File: src/common/uart_line_pkg.sv
// Serial line and baud constants

package uart_line_pkg;

	localparam int fifo_depth  = 16;
	localparam int fifo_addr_w = 4;

	localparam int oversample = 16; // ticks per bit
	localparam int stop_bits  = 1;

	// clk cycles per 16x tick at 31250 baud from a 50 MHz clk
	localparam int mpu_divisor = 100;

endpackage

File: src/common/uart_reg_pkg.sv
// 16550 and MPU-401 register maps

package uart_reg_pkg;

	// 16550 register addresses
	localparam logic [2:0] addr_rbr_thr = 3'd0; // also divisor low byte with DLAB set
	localparam logic [2:0] addr_ier     = 3'd1; // also divisor high byte with DLAB set
	localparam logic [2:0] addr_iir     = 3'd2;
	localparam logic [2:0] addr_lcr     = 3'd3;
	localparam logic [2:0] addr_lsr     = 3'd5;
	localparam logic [2:0] addr_scr     = 3'd7;

	// LCR fields, word length code 0..3 gives 5..8 data bits
	localparam int lcr_dlab_bit = 7;
	localparam int lcr_wlen_lsb = 0;

	localparam int lsr_dr_bit   = 0;
	localparam int lsr_thre_bit = 5;
	localparam int lsr_temt_bit = 6;

	localparam logic [7:0] lsr_reset = 8'h60; // idle transmitter, nothing received
	localparam logic [7:0] iir_none  = 8'h01;

	// received data wins over transmitter empty
	localparam logic [7:0] iir_rx_data   = 8'h04;
	localparam logic [7:0] iir_thr_empty = 8'h02;

	localparam logic [7:0] mpu_cmd_reset = 8'hFF;
	localparam logic [7:0] mpu_cmd_uart  = 8'h3F;
	localparam logic [7:0] mpu_ack       = 8'hFE;

	// both status bits are active low, the rest read 0
	localparam int mpu_stat_rx_bit = 7;
	localparam int mpu_stat_tx_bit = 6;

endpackage

File: src/rtl/byte_fifo.sv
// Byte FIFO

`timescale 1ns/1ps

module byte_fifo import uart_line_pkg::*; (
	input  logic       clk,
	input  logic       reset,
	input  logic       push,
	input  logic [7:0] din,
	input  logic       pop,
	output logic [7:0] dout,
	output logic       empty,
	output logic       full
);
	logic [7:0] mem [fifo_depth];
	logic [fifo_addr_w-1:0] wr_ptr, rd_ptr;
	logic [fifo_addr_w:0] count;
	logic do_push, do_pop;

	assign empty = (count == '0);
	assign full = (count == (fifo_addr_w + 1)'(fifo_depth));
	assign do_push = push & ~full;
	assign do_pop = pop & ~empty;
	assign dout = mem[rd_ptr]; // head word is visible without a pop

	always_ff @(posedge clk) begin
		if (reset) begin
			wr_ptr <= '0;
			rd_ptr <= '0;
			count <= '0;
		end else begin
			if (do_push)
				wr_ptr <= wr_ptr + 1'b1;
			if (do_pop)
				rd_ptr <= rd_ptr + 1'b1;
			count <= count + (fifo_addr_w + 1)'(do_push) - (fifo_addr_w + 1)'(do_pop);
		end
	end

	always_ff @(posedge clk) begin
		if (do_push)
			mem[wr_ptr] <= din;
	end

endmodule

File: src/rtl/mpu_port.sv
// MPU-401 UART-mode port

`timescale 1ns/1ps

module mpu_port import uart_reg_pkg::*, uart_line_pkg::*; (
	input  logic       clk,
	input  logic       reset,
	input  logic       address,
	input  logic       write,
	input  logic [7:0] writedata,
	input  logic       read,
	input  logic       cs,
	input  logic       double_rate,
	input  logic       rx,
	output logic [7:0] readdata,
	output logic       tx,
	output logic       irq
);
	localparam int div_w = $clog2(mpu_divisor);

	logic [div_w-1:0] div_cnt, div_top;
	logic tick16;
	logic read_ack, dumb;
	logic [7:0] tx_hold;
	logic tx_pend, tx_busy;
	logic [7:0] rx_byte, rx_dout, status;
	logic rx_done, rx_empty;
	logic data_rd;

	assign div_top = double_rate ? div_w'(mpu_divisor / 2 - 1) : div_w'(mpu_divisor - 1);

	always_ff @(posedge clk) begin
		if (reset) begin
			div_cnt <= '0;
			tick16 <= 1'b0;
		end else begin
			tick16 <= (div_cnt >= div_top);
			div_cnt <= (div_cnt >= div_top) ? '0 : div_cnt + 1'b1;
		end
	end

	uart_tx tx_i (
		.clk(clk), .reset(reset), .tick16(tick16), .wlen(2'd3),
		.data(tx_hold), .start(tx_pend), .tx(tx), .busy(tx_busy)
	);

	uart_rx rx_i (
		.clk(clk), .reset(reset), .tick16(tick16), .wlen(2'd3),
		.rx(rx), .data(rx_byte), .done(rx_done)
	);

	// a pending acknowledge is read before any received byte
	assign data_rd = cs & read & ~address;

	byte_fifo rx_fifo_i (
		.clk(clk), .reset(reset), .push(rx_done), .din(rx_byte),
		.pop(data_rd & ~read_ack), .dout(rx_dout), .empty(rx_empty), .full()
	);

	always_comb begin
		status = 8'h00;
		status[mpu_stat_rx_bit] = ~(read_ack | ~rx_empty);
		status[mpu_stat_tx_bit] = tx_pend | tx_busy;
	end

	assign irq = read_ack | ~rx_empty;

	always_ff @(posedge clk) begin
		if (reset) begin
			read_ack <= 1'b0;
			dumb <= 1'b0;
			tx_pend <= 1'b0;
			readdata <= '0;
		end else begin
			if (tx_pend && !tx_busy)
				tx_pend <= 1'b0;
			if (cs && read)
				readdata <= address ? status : (read_ack ? mpu_ack : rx_dout);
			if (data_rd)
				read_ack <= 1'b0;
			if (cs && write && address) begin
				if (!dumb)
					read_ack <= 1'b1;
				if (writedata == mpu_cmd_reset)
					dumb <= 1'b0;
				if (writedata == mpu_cmd_uart)
					dumb <= 1'b1;
			end
			if (cs && write && !address)
				tx_pend <= 1'b1;
		end
	end

	always_ff @(posedge clk) begin
		if (cs && write && !address)
			tx_hold <= writedata;
	end

endmodule

File: src/rtl/serial_top.sv
// Serial port subsystem top

`timescale 1ns/1ps

module serial_top (
	input  logic       clk,
	input  logic       reset,
	input  logic [2:0] address,
	input  logic       write,
	input  logic [7:0] writedata,
	input  logic       read,
	input  logic       cs,
	output logic [7:0] readdata,
	input  logic       mpu_address,
	input  logic       mpu_write,
	input  logic [7:0] mpu_writedata,
	input  logic       mpu_read,
	input  logic       mpu_cs,
	output logic [7:0] mpu_readdata,
	output logic       tx,
	input  logic       rx,
	output logic       mpu_tx,
	input  logic       mpu_rx,
	input  logic       double_rate,
	output logic       irq,
	output logic       mpu_irq
);
	logic tick16, tx_start, tx_busy, rx_done;
	logic [1:0] wlen;
	logic [7:0] tx_byte, rx_byte;

	uart_regs regs_i (
		.clk(clk), .reset(reset), .address(address), .write(write),
		.writedata(writedata), .read(read), .cs(cs), .tx_busy(tx_busy),
		.rx_byte(rx_byte), .rx_done(rx_done), .readdata(readdata), .tick16(tick16),
		.wlen(wlen), .tx_byte(tx_byte), .tx_start(tx_start), .irq(irq)
	);

	uart_tx tx_i (
		.clk(clk), .reset(reset), .tick16(tick16), .wlen(wlen),
		.data(tx_byte), .start(tx_start), .tx(tx), .busy(tx_busy)
	);

	uart_rx rx_i (
		.clk(clk), .reset(reset), .tick16(tick16), .wlen(wlen),
		.rx(rx), .data(rx_byte), .done(rx_done)
	);

	mpu_port mpu_i (
		.clk(clk), .reset(reset), .address(mpu_address), .write(mpu_write),
		.writedata(mpu_writedata), .read(mpu_read), .cs(mpu_cs),
		.double_rate(double_rate), .rx(mpu_rx), .readdata(mpu_readdata),
		.tx(mpu_tx), .irq(mpu_irq)
	);

endmodule

File: src/uart/uart_regs.sv
// 16550 register block

`timescale 1ns/1ps

module uart_regs import uart_reg_pkg::*; (
	input  logic       clk,
	input  logic       reset,
	input  logic [2:0] address,
	input  logic       write,
	input  logic [7:0] writedata,
	input  logic       read,
	input  logic       cs,
	input  logic       tx_busy,
	input  logic [7:0] rx_byte,
	input  logic       rx_done,
	output logic [7:0] readdata,
	output logic       tick16,
	output logic [1:0] wlen,
	output logic [7:0] tx_byte,
	output logic       tx_start,
	output logic       irq
);
	logic [7:0] dll, dlm, lcr, scr;
	logic [1:0] ier;
	logic [15:0] div_cnt;
	logic [15:0] div_eff;
	logic dlab;
	logic wr_en, rd_en;
	logic rx_empty, tx_empty;
	logic [7:0] rx_dout;
	logic [7:0] lsr_val, iir_val, rd_val;

	assign dlab  = lcr[lcr_dlab_bit];
	assign wlen  = lcr[lcr_wlen_lsb +: 2];
	assign wr_en = cs & write;
	assign rd_en = cs & read;

	assign div_eff = ({dlm, dll} == 16'd0) ? 16'd1 : {dlm, dll};

	always_ff @(posedge clk) begin
		if (reset) begin
			div_cnt <= '0;
			tick16 <= 1'b0;
		end else if (div_cnt >= div_eff - 16'd1) begin // >= catches a divisor lowered mid-count
			div_cnt <= '0;
			tick16 <= 1'b1;
		end else begin
			div_cnt <= div_cnt + 16'd1;
			tick16 <= 1'b0;
		end
	end

	byte_fifo rx_fifo_i (
		.clk(clk), .reset(reset),
		.push(rx_done), .din(rx_byte),
		.pop(rd_en && address == addr_rbr_thr && !dlab),
		.dout(rx_dout), .empty(rx_empty), .full()
	);

	byte_fifo tx_fifo_i (
		.clk(clk), .reset(reset),
		.push(wr_en && address == addr_rbr_thr && !dlab), .din(writedata),
		.pop(tx_start),
		.dout(tx_byte), .empty(tx_empty), .full()
	);

	assign tx_start = ~tx_empty & ~tx_busy; // transmitter takes the byte in this same cycle

	always_comb begin
		lsr_val = 8'h00;
		lsr_val[lsr_dr_bit]   = ~rx_empty;
		lsr_val[lsr_thre_bit] = tx_empty;
		lsr_val[lsr_temt_bit] = tx_empty & ~tx_busy;
		if (ier[0] && !rx_empty)
			iir_val = iir_rx_data;
		else if (ier[1] && tx_empty)
			iir_val = iir_thr_empty;
		else
			iir_val = iir_none;
		case (address)
			addr_rbr_thr: rd_val = dlab ? dll : rx_dout;
			addr_ier:     rd_val = dlab ? dlm : {6'b0, ier};
			addr_iir:     rd_val = iir_val;
			addr_lcr:     rd_val = lcr;
			addr_lsr:     rd_val = lsr_val;
			addr_scr:     rd_val = scr;
			default:      rd_val = 8'h00; // no modem registers
		endcase
	end

	assign irq = (ier[0] & ~rx_empty) | (ier[1] & tx_empty);

	always_ff @(posedge clk) begin
		if (reset) begin
			dll <= '0;
			dlm <= '0;
			lcr <= '0;
			ier <= '0;
			readdata <= '0;
		end else begin
			if (rd_en)
				readdata <= rd_val;
			if (wr_en) begin
				case (address)
					addr_rbr_thr: if (dlab) dll <= writedata;
					addr_ier:     if (dlab) dlm <= writedata; else ier <= writedata[1:0];
					addr_lcr:     lcr <= writedata;
					default:      ;
				endcase
			end
		end
	end

	always_ff @(posedge clk) begin
		if (wr_en && address == addr_scr)
			scr <= writedata;
	end

endmodule

File: src/uart/uart_rx.sv
// Serial receiver

`timescale 1ns/1ps

module uart_rx import uart_line_pkg::*; (
	input  logic       clk,
	input  logic       reset,
	input  logic       tick16,
	input  logic [1:0] wlen,
	input  logic       rx,
	output logic [7:0] data,
	output logic       done
);
	localparam logic [1:0] st_idle  = 2'd0;
	localparam logic [1:0] st_start = 2'd1;
	localparam logic [1:0] st_data  = 2'd2;
	localparam logic [1:0] st_stop  = 2'd3;

	logic rx_s1, rx_s2, rx_prev;
	logic [1:0] state;
	logic [$clog2(oversample)-1:0] tick_cnt;
	logic [2:0] bit_cnt;
	logic [7:0] shreg;
	logic mid, bit_end;

	assign mid     = tick16 && (tick_cnt == ($clog2(oversample))'(oversample / 2 - 1));
	assign bit_end = tick16 && (tick_cnt == ($clog2(oversample))'(oversample - 1));

	always_ff @(posedge clk) begin
		if (reset) begin
			rx_s1 <= 1'b1;
			rx_s2 <= 1'b1;
			rx_prev <= 1'b1;
			state <= st_idle;
			tick_cnt <= '0;
			bit_cnt <= '0;
			done <= 1'b0;
		end else begin
			rx_s1 <= rx;
			rx_s2 <= rx_s1;
			rx_prev <= rx_s2;
			done <= 1'b0;
			if (tick16)
				tick_cnt <= tick_cnt + 1'b1;
			case (state)
				st_idle: if (rx_prev && !rx_s2) begin
					tick_cnt <= '0;
					state <= st_start;
				end
				st_start: if (mid) begin
					tick_cnt <= '0; // from here every sample sits mid-bit
					bit_cnt <= '0;
					state <= rx_s2 ? st_idle : st_data; // glitch, not a start bit
				end
				st_data: if (bit_end) begin
					tick_cnt <= '0;
					if (bit_cnt == {1'b0, wlen} + 3'd4)
						state <= st_stop;
					else
						bit_cnt <= bit_cnt + 3'd1;
				end
				st_stop: if (bit_end) begin
					done <= rx_s2; // framing error drops the byte
					state <= st_idle;
				end
				default: state <= st_idle;
			endcase
		end
	end

	always_ff @(posedge clk) begin
		if (state == st_start && mid)
			shreg <= '0;
		else if (state == st_data && bit_end)
			shreg[bit_cnt] <= rx_s2;
		if (state == st_stop && bit_end)
			data <= shreg;
	end

endmodule

File: src/uart/uart_tx.sv
// Serial transmitter

`timescale 1ns/1ps

module uart_tx import uart_line_pkg::*; (
	input  logic       clk,
	input  logic       reset,
	input  logic       tick16,
	input  logic [1:0] wlen,
	input  logic [7:0] data,
	input  logic       start,
	output logic       tx,
	output logic       busy
);
	localparam logic [2:0] st_idle  = 3'd0;
	localparam logic [2:0] st_load  = 3'd1;
	localparam logic [2:0] st_start = 3'd2;
	localparam logic [2:0] st_data  = 3'd3;
	localparam logic [2:0] st_stop  = 3'd4;

	logic [2:0] state;
	logic [$clog2(oversample)-1:0] tick_cnt;
	logic [2:0] bit_cnt;
	logic [7:0] shreg;
	logic bit_end;

	assign busy = (state != st_idle);
	assign bit_end = tick16 && (tick_cnt == ($clog2(oversample))'(oversample - 1));

	always_ff @(posedge clk) begin
		if (reset) begin
			state <= st_idle;
			tx <= 1'b1;
			tick_cnt <= '0;
			bit_cnt <= '0;
		end else begin
			if (tick16)
				tick_cnt <= bit_end ? '0 : tick_cnt + 1'b1;
			case (state)
				st_idle: if (start) state <= st_load;
				st_load: if (tick16) begin // start bit is aligned to the tick grid
					tx <= 1'b0;
					tick_cnt <= '0;
					state <= st_start;
				end
				st_start: if (bit_end) begin
					tx <= shreg[0];
					bit_cnt <= {1'b0, wlen} + 3'd4; // bits still to send after this one
					state <= st_data;
				end
				st_data: if (bit_end) begin
					if (bit_cnt == 3'd0) begin
						tx <= 1'b1;
						bit_cnt <= 3'(stop_bits - 1);
						state <= st_stop;
					end else begin
						tx <= shreg[0];
						bit_cnt <= bit_cnt - 3'd1;
					end
				end
				st_stop: if (bit_end) begin
					if (bit_cnt == 3'd0)
						state <= st_idle;
					else
						bit_cnt <= bit_cnt - 3'd1;
				end
				default: state <= st_idle;
			endcase
		end
	end

	always_ff @(posedge clk) begin
		if (state == st_idle && start)
			shreg <= data;
		else if (bit_end && (state == st_start || state == st_data))
			shreg <= shreg >> 1;
	end

endmodule

File: config.mk
export PLATFORM = sky130hd
export DESIGN_NAME = serial_top
export DESIGN_NICKNAME = d
export VERILOG_FILES = /design/src/common/uart_line_pkg.sv /design/src/common/uart_reg_pkg.sv /design/src/rtl/byte_fifo.sv /design/src/rtl/mpu_port.sv /design/src/rtl/serial_top.sv /design/src/uart/uart_regs.sv /design/src/uart/uart_rx.sv /design/src/uart/uart_tx.sv
export SDC_FILE = /design/constraint.sdc
export NUM_CORES = 1
export LEC_CHECK = 0
export BUFFER_PORTS_ARGS = -buffer_cell sky130_fd_sc_hd__buf_2
export CAP_MARGIN = 20
export CELL_PAD_IN_SITES_DETAIL_PLACEMENT = 1
export CELL_PAD_IN_SITES_GLOBAL_PLACEMENT = 1
export CORE_ASPECT_RATIO = 0.9
export CORE_MARGIN = 4
export CORE_UTILIZATION = 57
export DETAILED_ROUTE_END_ITERATION = 7
export PLACE_DENSITY = 0.92
export SYNTH_ARGS = -nofsm -noshare
export SYNTH_HDL_FRONTEND = slang
export SYNTH_SLANG_ARGS = --single-unit
File: constraint.sdc
create_clock -name clk -period 5.6 [get_ports clk]
set_input_delay 0.28 -clock clk [delete_from_list [all_inputs] [get_ports clk]]
set_output_delay 0.28 -clock clk [all_outputs]
set_load 0.05 [all_outputs]
==> key figures, run 1 <==
Synth
  • Seq cells post-synth: 617
  • Synth top area share: 50.6%
  • Syn_nets: 1884
  • Cell count after synthesis: 1784
  • Synth area leader: edfxtp_1
  • Cell Area, Synth: 0.0256 mm2
  • Top FF cell, synth: edfxtp_1
  • Count leader, synth: edfxtp_1
  • Synth cell count leaders: edfxtp_1 (432), nor2_1 (188), dfxtp_1 (185)
  • Fraction of registers with async set/reset: 0%
  • Register area share after synthesis: 65.0%
  • Count of unique library cells instantiated by Yosys: 76
  • Synth top area cells: edfxtp_1 (51%), dfxtp_1 (14%), mux4_2 (8.7%)
  • EDFF count, synth: 432
  • Mapped Avg Cell Area: 14.4 um2
  • Synth warnings: 0

Clocking
  • CTS tree: done
  • Clk root buf: clkbuf_16
  • Worst-Skew Late Latency: 0.63 ns
  • PostCTS Resize Cnt: 0
  • Setup Buffers After CTS: 0
  • CTS clk-pin slew, worst paths: 0.07 ns
  • CTS Buf Count: 59
  • Clk sinks: 617
  • CTS H-tree lvls: 2
  • Hold-fix buffers at CTS: 10
  • CTS Buffer Depth: 3

Route
  • Total Wirelength: 73800 um
  • Wire per inst: 29.5 um
  • Drt drc: 0
  • Vias: 16500
  • DR pass1 iterations: 6
  • Via density: 6.58
  • DR iter-0 viols: 1569
  • Post-DRT Antenna Nets: 0

Power
  • Switch share: 24.9%
  • NetSw: 2.59 mW
  • Power Total: 10.4 mW
  • VDD IR max: 289 uV
  • Static leakage: 10.4 nW
  • Logic pwr share: 10.2%
  • Pwr Density: 363 mW/mm2
  • Clk pwr share: 41.1%
  • Flop pwr share: 48.7%
  • Internal power: 7.82 mW

Setup path
  • Crit-path most repeated cell: inv_1
  • CP max-delay cell: nor4b_2
  • Setup crit start kind: register
  • Crit-path max FO: 10
  • Critical path arrival: 4.92 ns
  • Kind of critical path: register to register
  • Crit end category: register
  • Slowest stage delay, CP: 0.72 ns
  • Crit-path cells: inv_1, ha_1, nor4b_2, nand2b_1, clkinv_1, ha_1, inv_1, ha_1, inv_1, fa_1, inv_1, a21oi_1, nor2_1, or3_1, a21oi_1
  • Crit path required time: 6.13 ns

Timing
  • Final number of setup-violating endpoints: 0
  • Max Clock Freq: 0.228 GHz
  • Slew HR: 20.9%
  • Pins Over Slew Limit: 0
  • Final Hold Fails: 0
  • Crit path time final: 4.39 ns
  • Clk_skew: 0.0257 ns
  • RSZ-0062 raised after global routing: no
  • Worst-margin pin slew: 1.18 ns
  • Final period util: 78.5%
  • Setup TNS: 0 ns

Global routing
  • GRT overflow: 0
  • Vias in the first global route: 17900
  • Initial antenna violation count: 0
  • Largest net degree at the start of global routing: 59
  • GRT Total Usage: 30.5%
  • Global-route wire length before repair: 112000 um

Layout
  • Layout area overhead: 11.7%
  • Register area: 0.0167 mm2
  • Share of cells above drive strength 1: 16.7%
  • Final-stage net count: 1948
  • Multi-input logic area: 0.00842 mm2
  • Antenna cells: 0
  • # fillers: 3997
  • Final Util: 64.7%

Die
  • Die area: 0.0485 mm2
  • Initial Utilization: 57.9%
  • Die height: 209 um
  • Site row count: 73
  • Placeable Area: 0.0443 mm2
  • Width of the die: 232 um
  • I/O Pins: 51

Hold path
  • Hold WC Path Type: input port to register

Placement
  • Post-DP HPWL: 42200 um
  • Port Buffers: 50
  • Final Wtd Congestion: 0.858

Job
  • Maxcap violations: 0

Status
  • Status: finished clean
routing by layer:
| layer | wire length, um | vias to the layer above | track usage, % | part of all wire [%] |
|---|---|---|---|---|
| li1 | - | 6867 | - | - |
| met1 | 27200 | 8395 | 37.6 | 37 |
| met2 | 38100 | 908 | 53.8 | 52 |
| met3 | 5140 | 280 | 5.00 | 7.0 |
| met4 | 3330 | 0 | 12.6 | 4.5 |
| met5 | 0 | - | 0 | 0 |
stage by stage:
stage / hold slack (ns) / worst slack (ns) / instances / instance area (um2)
final: 0.124 / 1.21 / 2499 / 28700
after global placement: 0.396 / 1.81 / 2371 / 26500
after floorplan: 0.379 / 2.13 / 1784 / 25600
after detailed placement: 0.395 / 1.52 / 2372 / 26500
after global routing: 0.120 / 1.06 / 2499 / 28700
after CTS: 0.0980 / 1.18 / 2494 / 28600
worst paths after layout:
path                                  to  slack, ns  cells past startpoint                 startpoint
max            regs_i.tx_fifo_i.count[4]       1.21                     15  regs_i.tx_fifo_i.count[3]
min          regs_i.tx_fifo_i.mem[11][7]       0.12                      1               writedata[7]
max reg2reg    regs_i.tx_fifo_i.count[4]       1.21                     15  regs_i.tx_fifo_i.count[3]
min reg2reg             mpu_i.rx_i.rx_s2       0.41                      1           mpu_i.rx_i.rx_s1
logic make-up (layout without fill, tap and decap cells):
logic type,count (synthesis),in the layout,share of synthesized area [%]
buffers and inverters,138,253,2.16
AOI/OAI and AO/OA,222,222,5.50
adders and majority gates,69,69,3.45
and+or+nand+nor,476,476,9.07
DFF,617,617,65.0
xor gates and xnor gates,66,66,2.25
muxes,196,196,12.6
worst max-delay path, delay by kind of cell (launching register included):
kind            cells  cell delay (ns)
compound gates      2             0.36
fa+ha+maj           4             1.12
buf+inv             5             0.79
flops               1             0.33
simple gates        4             1.70
cell usage in the layout (no fill, tap or decap), types with 21 or more instances in the layout:
master	count
a21oi_1	78
buf_2	52
clkbuf_16	60
clkinv_2	21
dfxtp_1	182
edfxtp_1	432
ha_1	66
inv_1	55
mux2i_1	82
mux4_2	99
nand2_1	88
nand3_1	29
nor2_1	188
nor3_1	37
o21ai_0	40
xnor2_1	30
xor2_1	36
flip-flops by register name, indices dropped and copies added, names as in the netlist, 16 cells and up, named ones only:
signal                flops
mpu_i.rx_fifo_i.mem     128
regs_i.rx_fifo_i.mem    128
regs_i.tx_fifo_i.mem    128
regs_i.div_cnt           16
layout make-up:
type,instances,share of cell area (%)
timing repair buffer,84,1.86
sequential,617,58.2
clock buffer,64,5.36
inverter,57,0.747
clock inverter,48,1.82
multi-input combinational,1029,29.4
tap,600,2.62
power groups by stage:
stage                     registers (mW)  clock network (mW)  logic (mW)
after global routing                5.08                4.50        1.12
final                               5.07                4.28        1.06
after detailed placement            5.16                   0       0.972
after floorplan                     5.13                   0       0.678
after CTS                           5.07                4.30        1.05
after global placement              5.14                   0       0.855
Note: power is estimated with default switching activity, not from simulation.
==> inputs of run 2 (changes only) <==
--- a/config.mk
+++ b/config.mk
@@ -5,15 +5,16 @@
 export SDC_FILE = /design/constraint.sdc
 export NUM_CORES = 1
 export LEC_CHECK = 0
+export ABC_AREA = 1
 export BUFFER_PORTS_ARGS = -buffer_cell sky130_fd_sc_hd__buf_2
 export CAP_MARGIN = 20
 export CELL_PAD_IN_SITES_DETAIL_PLACEMENT = 1
 export CELL_PAD_IN_SITES_GLOBAL_PLACEMENT = 1
 export CORE_ASPECT_RATIO = 0.9
 export CORE_MARGIN = 4
-export CORE_UTILIZATION = 57
+export CORE_UTILIZATION = 45
 export DETAILED_ROUTE_END_ITERATION = 7
-export PLACE_DENSITY = 0.92
+export PLACE_DENSITY = 0.82
 export SYNTH_ARGS = -nofsm -noshare
 export SYNTH_HDL_FRONTEND = slang
 export SYNTH_SLANG_ARGS = --single-unit
==> constraint.sdc (replaced) <==
create_clock -name clk -period 3.8 [get_ports clk]
set_input_delay 0.19 -clock clk [delete_from_list [all_inputs] [get_ports clk]]
set_output_delay 0.19 -clock clk [all_outputs]
set_load 0.05 [all_outputs]
==> run 2 against run 1 <==
Utilization fell by 13 points; combinational power rose by 110%; flip-flop and latch count did not move; die area rose by 29%; highest routed layer unchanged; worst hold slack got worse by 0.062 ns; final cell count rose by 37%; first-iteration DRC count fell by 7.3%; clock skew fell by 0.0012 ns; non-clock buffer count fell by 1.
==> key figures, run 2 <==
Synth
  • Synth area leader: edfxtp_1
  • Syn_nets: 2646
  • EDFF count, synth: 432
  • Synth top area cells: edfxtp_1 (49%), dfxtp_1 (14%), nor2_1 (5.5%)
  • Count of unique library cells instantiated by Yosys: 54
  • Register area share after synthesis: 63.3%
  • Mapped Avg Cell Area: 10.3 um2
  • Cell count after synthesis: 2546
  • Synth warnings: 0
  • Synth top area share: 49.2%
  • Seq cells post-synth: 617
  • Synth cell count leaders: edfxtp_1 (432), nor2_1 (389), nand2_1 (366)
  • Top FF cell, synth: edfxtp_1
  • Count leader, synth: edfxtp_1
  • Cell Area, Synth: 0.0263 mm2
  • Fraction of registers with async set/reset: 0%

Route
  • Drt drc: 0
  • DR pass1 iterations: 7
  • Total Wirelength: 70200 um
  • Vias: 19200
  • Wire per inst: 20.5 um
  • Post-DRT Antenna Nets: 0
  • DR iter-0 viols: 1454
  • Via density: 5.62

Layout
  • Antenna cells: 0
  • Most frequent cells in the layout: edfxtp_1 (432), nor2_1 (389), nand2_1 (366)
  • Layout area overhead: 12.0%
  • Register area: 0.0167 mm2
  • Leading cell type in the layout, fill and taps excluded: edfxtp_1
  • # fillers: 6297
  • Share of cells above drive strength 1: 8.55%
  • Regs by FF count: mpu_i.rx_fifo_i.mem: 128 flops, regs_i.rx_fifo_i.mem: 128 flops, regs_i.tx_fifo_i.mem: 128 flops
  • Final-stage net count: 2701
  • Multi-input logic area: 0.00833 mm2

Setup path
  • Kind of critical path: register to register
  • R2r setup slk: 0.40 ns
  • Kind of cell adding the most delay to the critical path: simple AND/OR/NAND/NOR gates
  • Slowest stage delay, CP: 0.34 ns
  • CP max-delay cell: dfxtp_1
  • Crit-path most repeated cell: nor2_1
  • Crit end category: register
  • WP buf/inv: 3
  • Crit-path cells: nor2_1, nand2_1, nor2_1, nand2_1, nor2_1, nor2_1, ha_1, nand2_1, inv_1, nand2_1, nor2_1, nand4_1, xor2_1, inv_1, ha_1, nand4_1, nor3_2, nand3_1, nand4_1, buf_4, a21oi_1
  • Crit path required time: 4.29 ns
  • Setup crit start kind: register
  • Critical path arrival: 3.89 ns
  • Crit-path max FO: 16

Timing
  • Pins Over Slew Limit: 0
  • Max Clock Freq: 0.294 GHz
  • Final Hold Fails: 0
  • Crit path time final: 3.40 ns
  • Setup TNS: 0 ns
  • RSZ-0062 raised after global routing: no
  • Final period util: 89.5%
  • Slew HR: 26.9%
  • Final number of setup-violating endpoints: 0
  • Worst-margin pin slew: 1.10 ns
  • Clk_skew: 0.0245 ns

Die
  • I/O Pins: 51
  • Die area: 0.0625 mm2
  • Site row count: 83
  • Placeable Area: 0.0575 mm2
  • Initial Utilization: 45.8%
  • Width of the die: 263 um
  • Die height: 238 um

Hold path
  • Hold WC Path Type: input port to register

Global routing
  • GRT overflow: 0
  • Initial antenna violation count: 0
  • GRT Total Usage: 22.1%
  • Largest net degree at the start of global routing: 67
  • Global-route wire length before repair: 111000 um
  • Vias in the first global route: 20400

Placement
  • Post-DP HPWL: 43800 um
  • Port Buffers: 50
  • Final Wtd Congestion: 0.864

Clocking
  • Clk root buf: clkbuf_16
  • Worst-Skew Late Latency: 0.62 ns
  • CTS H-tree lvls: 3
  • Clk sinks: 617
  • CTS tree: done
  • CTS Buffer Depth: 3
  • CTS Buf Count: 66
  • CTS clk-pin slew, worst paths: 0.06 ns

Status
  • Status: finished clean

Power
  • Power Total: 16.2 mW
  • VDD IR max: 399 uV
  • Static leakage: 10.4 nW
  • Pwr Density: 549 mW/mm2

Job
  • Maxcap violations: 0
run 2: cell types whose count changed after synthesis, sizes merged, moves of 25 or more:
cell    change
inv       +161
o211ai     +61
nor2      +213
nand2     +282
a21oi      +64
mux4       -99
nand3     +155
mux2i      -82
buf        +25
o21ai     +178
run 2: power by group:
group	total, mW	internal [mW]	leakage (nW)	switching [mW]
clock	6.40	3.68	1.02	2.71
combinational	2.24	0.700	4.21	1.54
sequential	7.56	7.38	5.14	0.172
run 2: layer usage:
layer,vias to the layer above,GRT usage [%],routed length (um)
met3,126,3.48,3270
met5,-,0,0
met2,468,39.2,35800
li1,8928,-,-
met1,9687,28.2,29400
met4,0,6.37,1790
run 2: area by class of cell:
cell class	instances	area share (%)
Clock inverter	36	1.15
Tap cell	765	3.24
Clock buffer	85	6.05
Inverter	220	2.80
Multi-Input combinational cell	1613	28.2
Timing Repair Buffer	83	1.98
Sequential cell	617	56.5
run 2: timing repair:
action	CTS	global route
gates resized for setup	0	1
hold buffers	13	0
endpoints found under the hold margin	12	0
endpoints found under the setup margin	0	16
setup buffers	0	1
run 2: cells by family after synthesis:
kind of cell | synth area share, %
compound gates | 10.4
fa+ha+maj | 3.36
simple gates | 16.4
buf+inv | 5.09
mux | 0.299
flops | 63.3
xor+xnor | 1.20
run 2: worst register-to-register path, cell delays in order, from the launching register on:
cell and delay, ns:
dfxtp_1 0.34, nor2_1 0.25, nand2_1 0.10, nor2_1 0.16
nand2_1 0.07, nor2_1 0.16, nor2_1 0.10, ha_1 0.22
nand2_1 0.11, inv_1 0.09, nand2_1 0.10, nor2_1 0.08
nand4_1 0.10, xor2_1 0.16, inv_1 0.06, ha_1 0.29
nand4_1 0.15, nor3_2 0.18, nand3_1 0.12, nand4_1 0.13
buf_4 0.25, a21oi_1 0.07
run 2: final timing paths:
kind / startpoint / to / depth (start not counted)
max: regs_i.dll[4] / regs_i.div_cnt[5] / 21
min: read / regs_i.readdata[0] / 4
max reg2reg: regs_i.dll[4] / regs_i.div_cnt[5] / 21
min reg2reg: rx_i.rx_s1 / rx_i.rx_s2 / 1
run 2: per-stage QoR:
| step | hold slack, ns | instances | cell area, um2 | utilization [%] | setup WS (ns) |
|---|---|---|---|---|---|
| 3_5_place_dp | 0.384 | 3280 | 27200 | 47.2 | 0.130 |
| 3_3_place_gp | 0.382 | 3279 | 27100 | 47.2 | 0.322 |
| 5_1_grt | 0.0571 | 3419 | 29500 | 51.3 | 0.0301 |
| 4_1_cts | 0.0307 | 3414 | 29400 | 51.1 | 0.0190 |
| 2_1_floorplan | 0.289 | 2546 | 26300 | - | 0.887 |
| 6_report | 0.0616 | 3419 | 29500 | 51.3 | 0.400 |
==> inputs of run 3 (changes only) <==
--- a/config.mk
+++ b/config.mk
@@ -8,13 +8,11 @@
 export ABC_AREA = 1
 export BUFFER_PORTS_ARGS = -buffer_cell sky130_fd_sc_hd__buf_2
 export CAP_MARGIN = 20
-export CELL_PAD_IN_SITES_DETAIL_PLACEMENT = 1
-export CELL_PAD_IN_SITES_GLOBAL_PLACEMENT = 1
 export CORE_ASPECT_RATIO = 0.9
 export CORE_MARGIN = 4
-export CORE_UTILIZATION = 45
+export CORE_UTILIZATION = 57
 export DETAILED_ROUTE_END_ITERATION = 7
-export PLACE_DENSITY = 0.82
+export PLACE_DENSITY = 0.83
 export SYNTH_ARGS = -nofsm -noshare
 export SYNTH_HDL_FRONTEND = slang
 export SYNTH_SLANG_ARGS = --single-unit
==> run 3 against run 2 <==
Clock-buffer cell count decreased by 15; clock skew is 0.0043 ns lower; fmax is 2.9% higher; first-iteration DRC count grew 36%; worst setup slack gained 0.096 ns; clock power is 3.8% lower; combinational power fell by 5%; non-clock buffer count grew 4; flip-flop and latch count stayed put; final cell count decreased by 4.8%; critical path type unchanged; highest routed layer unchanged.
==> key figures, run 3 (same netlist as run 2, synthesis figures left out) <==
Status
  • Status: finished clean

Route
  • Via density: 5.78
  • DR iter-0 viols: 1973
  • Vias: 18800
  • Wire per inst: 18.0 um
  • Total Wirelength: 58600 um
  • Drt drc: 0
  • Post-DRT Antenna Nets: 0
  • DR pass1 iterations: 7

Power
  • Power Total: 15.8 mW
  • Pwr Density: 541 mW/mm2
  • VDD IR max: 439 uV
  • Static leakage: 10.3 nW

Placement
  • Post-DP HPWL: 36700 um
  • Final Wtd Congestion: 0.935
  • Setup WS pre-CTS: 0.312 ns
  • Port Buffers: 50

Die
  • Initial Utilization: 57.8%
  • Placeable Area: 0.0456 mm2
  • Site row count: 74
  • I/O Pins: 51
  • Die height: 212 um
  • Die area: 0.0497 mm2
  • Width of the die: 235 um

Timing
  • RSZ-0062 raised after global routing: no
  • Final Hold Fails: 0
  • Crit path time final: 3.30 ns
  • Final number of setup-violating endpoints: 0
  • Slew HR: 31.3%
  • Max Clock Freq: 0.303 GHz
  • Worst-margin pin slew: 1.03 ns
  • Pins Over Slew Limit: 0
  • Setup TNS: 0 ns
  • Slack of the critical path: 0.497 ns
  • Final period util: 86.9%
  • Clk_skew: 0.0202 ns

Job
  • Maxcap violations: 0

Layout
  • Final Util: 64.2%
  • Layout area overhead: 11.0%
  • Leading cell type in the layout, fill and taps excluded: edfxtp_1
  • Multi-input logic area: 0.00833 mm2
  • Final-stage net count: 2699
  • Antenna cells: 0
  • Most frequent cells in the layout: edfxtp_1 (432), nor2_1 (389), nand2_1 (366)
  • Register area: 0.0167 mm2
  • # fillers: 3343
  • Regs by FF count: mpu_i.rx_fifo_i.mem: 128 flops, regs_i.rx_fifo_i.mem: 128 flops, regs_i.tx_fifo_i.mem: 128 flops
  • Share of cells above drive strength 1: 8.35%

Hold path
  • Hold Path Depth: 4
  • Hold WC Path Type: input port to register
  • Hold Crit Start: reset

Clocking
  • Worst-Skew Late Latency: 0.64 ns
  • Clk root buf: clkbuf_16
  • Clk sinks: 617
  • CTS clk-pin slew, worst paths: 0.06 ns
  • CTS tree: done
  • CTS H-tree lvls: 2
  • CTS Buffer Depth: 3
  • CTS Buf Count: 60

Setup path
  • Crit path required time: 4.31 ns
  • Reg2Reg Depth: 21
  • RR Endpoint: regs_i.div_cnt[3]
  • Kind of critical path: register to register
  • CP Launch Point: regs_i.dll[7]
  • Crit end category: register
  • Setup crit start kind: register
  • R2r setup slk: 0.50 ns
  • Critical path arrival: 3.81 ns
  • Crit Reg-Reg Startpoint: regs_i.dll[7]
  • Crit-path max FO: 16

Global routing
  • Largest net degree at the start of global routing: 65
  • Global-route wire length before repair: 94000 um
  • Initial antenna violation count: 0
  • GRT overflow: 0
  • GRT Total Usage: 23.0%
  • Vias in the first global route: 18500
## run 3: changes by cell type in the layout (fill, tap and decap cells not counted), moves of 2 or more
cell and delta:
buf_12 -2, clkinv_4 +2, clkinv_1 +2, clkbuf_1 -5, bufinv_16 +5, inv_6 -4
clkbuf_16 -6, buf_4 +3, clkbuf_8 -4
## run 3: power breakdown
group	leakage [nW]	switching, mW	internal, mW	total [mW]
logic	4.21	1.45	0.675	2.12
clock network	0.988	2.54	3.61	6.16
registers	5.14	0.152	7.38	7.53
## run 3: worst max-delay path by stage
stage	slack, ns	cells past startpoint	end
floorplan	0.89	21	regs_i.div_cnt[0]
global placement	0.44	20	regs_i.div_cnt[3]
detailed placement	0.31	20	regs_i.div_cnt[5]
CTS	0.28	20	regs_i.div_cnt[5]
global route	0.26	21	regs_i.div_cnt[10]
finish	0.50	21	regs_i.div_cnt[3]
## run 3: layer usage
layer / global-route usage (%) / vias up / routed length, um
li1: - / 8906 / -
met1: 29.9 / 8968 / 23500
met2: 39.9 / 821 / 29100
met3: 4.17 / 120 / 4560
met4: 6.95 / 0 / 1390
met5: 0 / - / 0
## run 3: critical path, stage by stage (launching register included)
cell     delay, ns
dfxtp_1       0.43
nor2_1        0.09
nand2_1       0.09
nor2_1        0.06
nand2_1       0.06
nor2_1        0.06
nor2_1        0.16
ha_1          0.23
nand2_1       0.10
inv_1         0.10
nand2_1       0.09
nor2_1        0.18
nand4_1       0.13
xor2_1        0.15
inv_1         0.06
ha_1          0.28
nand4_1       0.11
nor3_1        0.26
nand3_1       0.15
nand4_1       0.12
buf_4         0.22
a21oi_1       0.06
## run 3: cell type report
cell class | count | share of cell area (%)
sequential | 617 | 57.1
multi-input combinational | 1613 | 28.5
clock buffer | 70 | 5.34
inverter | 220 | 2.82
tap | 608 | 2.60
timing repair buffer | 87 | 2.02
clock inverter | 41 | 1.67
## run 3: what timing repair did
item / CTS / global route
buffers inserted: 0 / 1
gates resized for setup: 0 / 0
hold buffers: 13 / 1
endpoints found under the hold margin: 19 / 2
setup endpoints to repair: 0 / 16
## run 3: per-stage QoR
step	instances	hold WS (ns)	area, um2
floorplan	2546	0.289	26300
global placement	3125	0.384	27000
detailed placement	3125	0.380	27000
CTS	3249	0.00281	29200
global route	3256	0.0202	29200
finish	3256	0.0334	29200
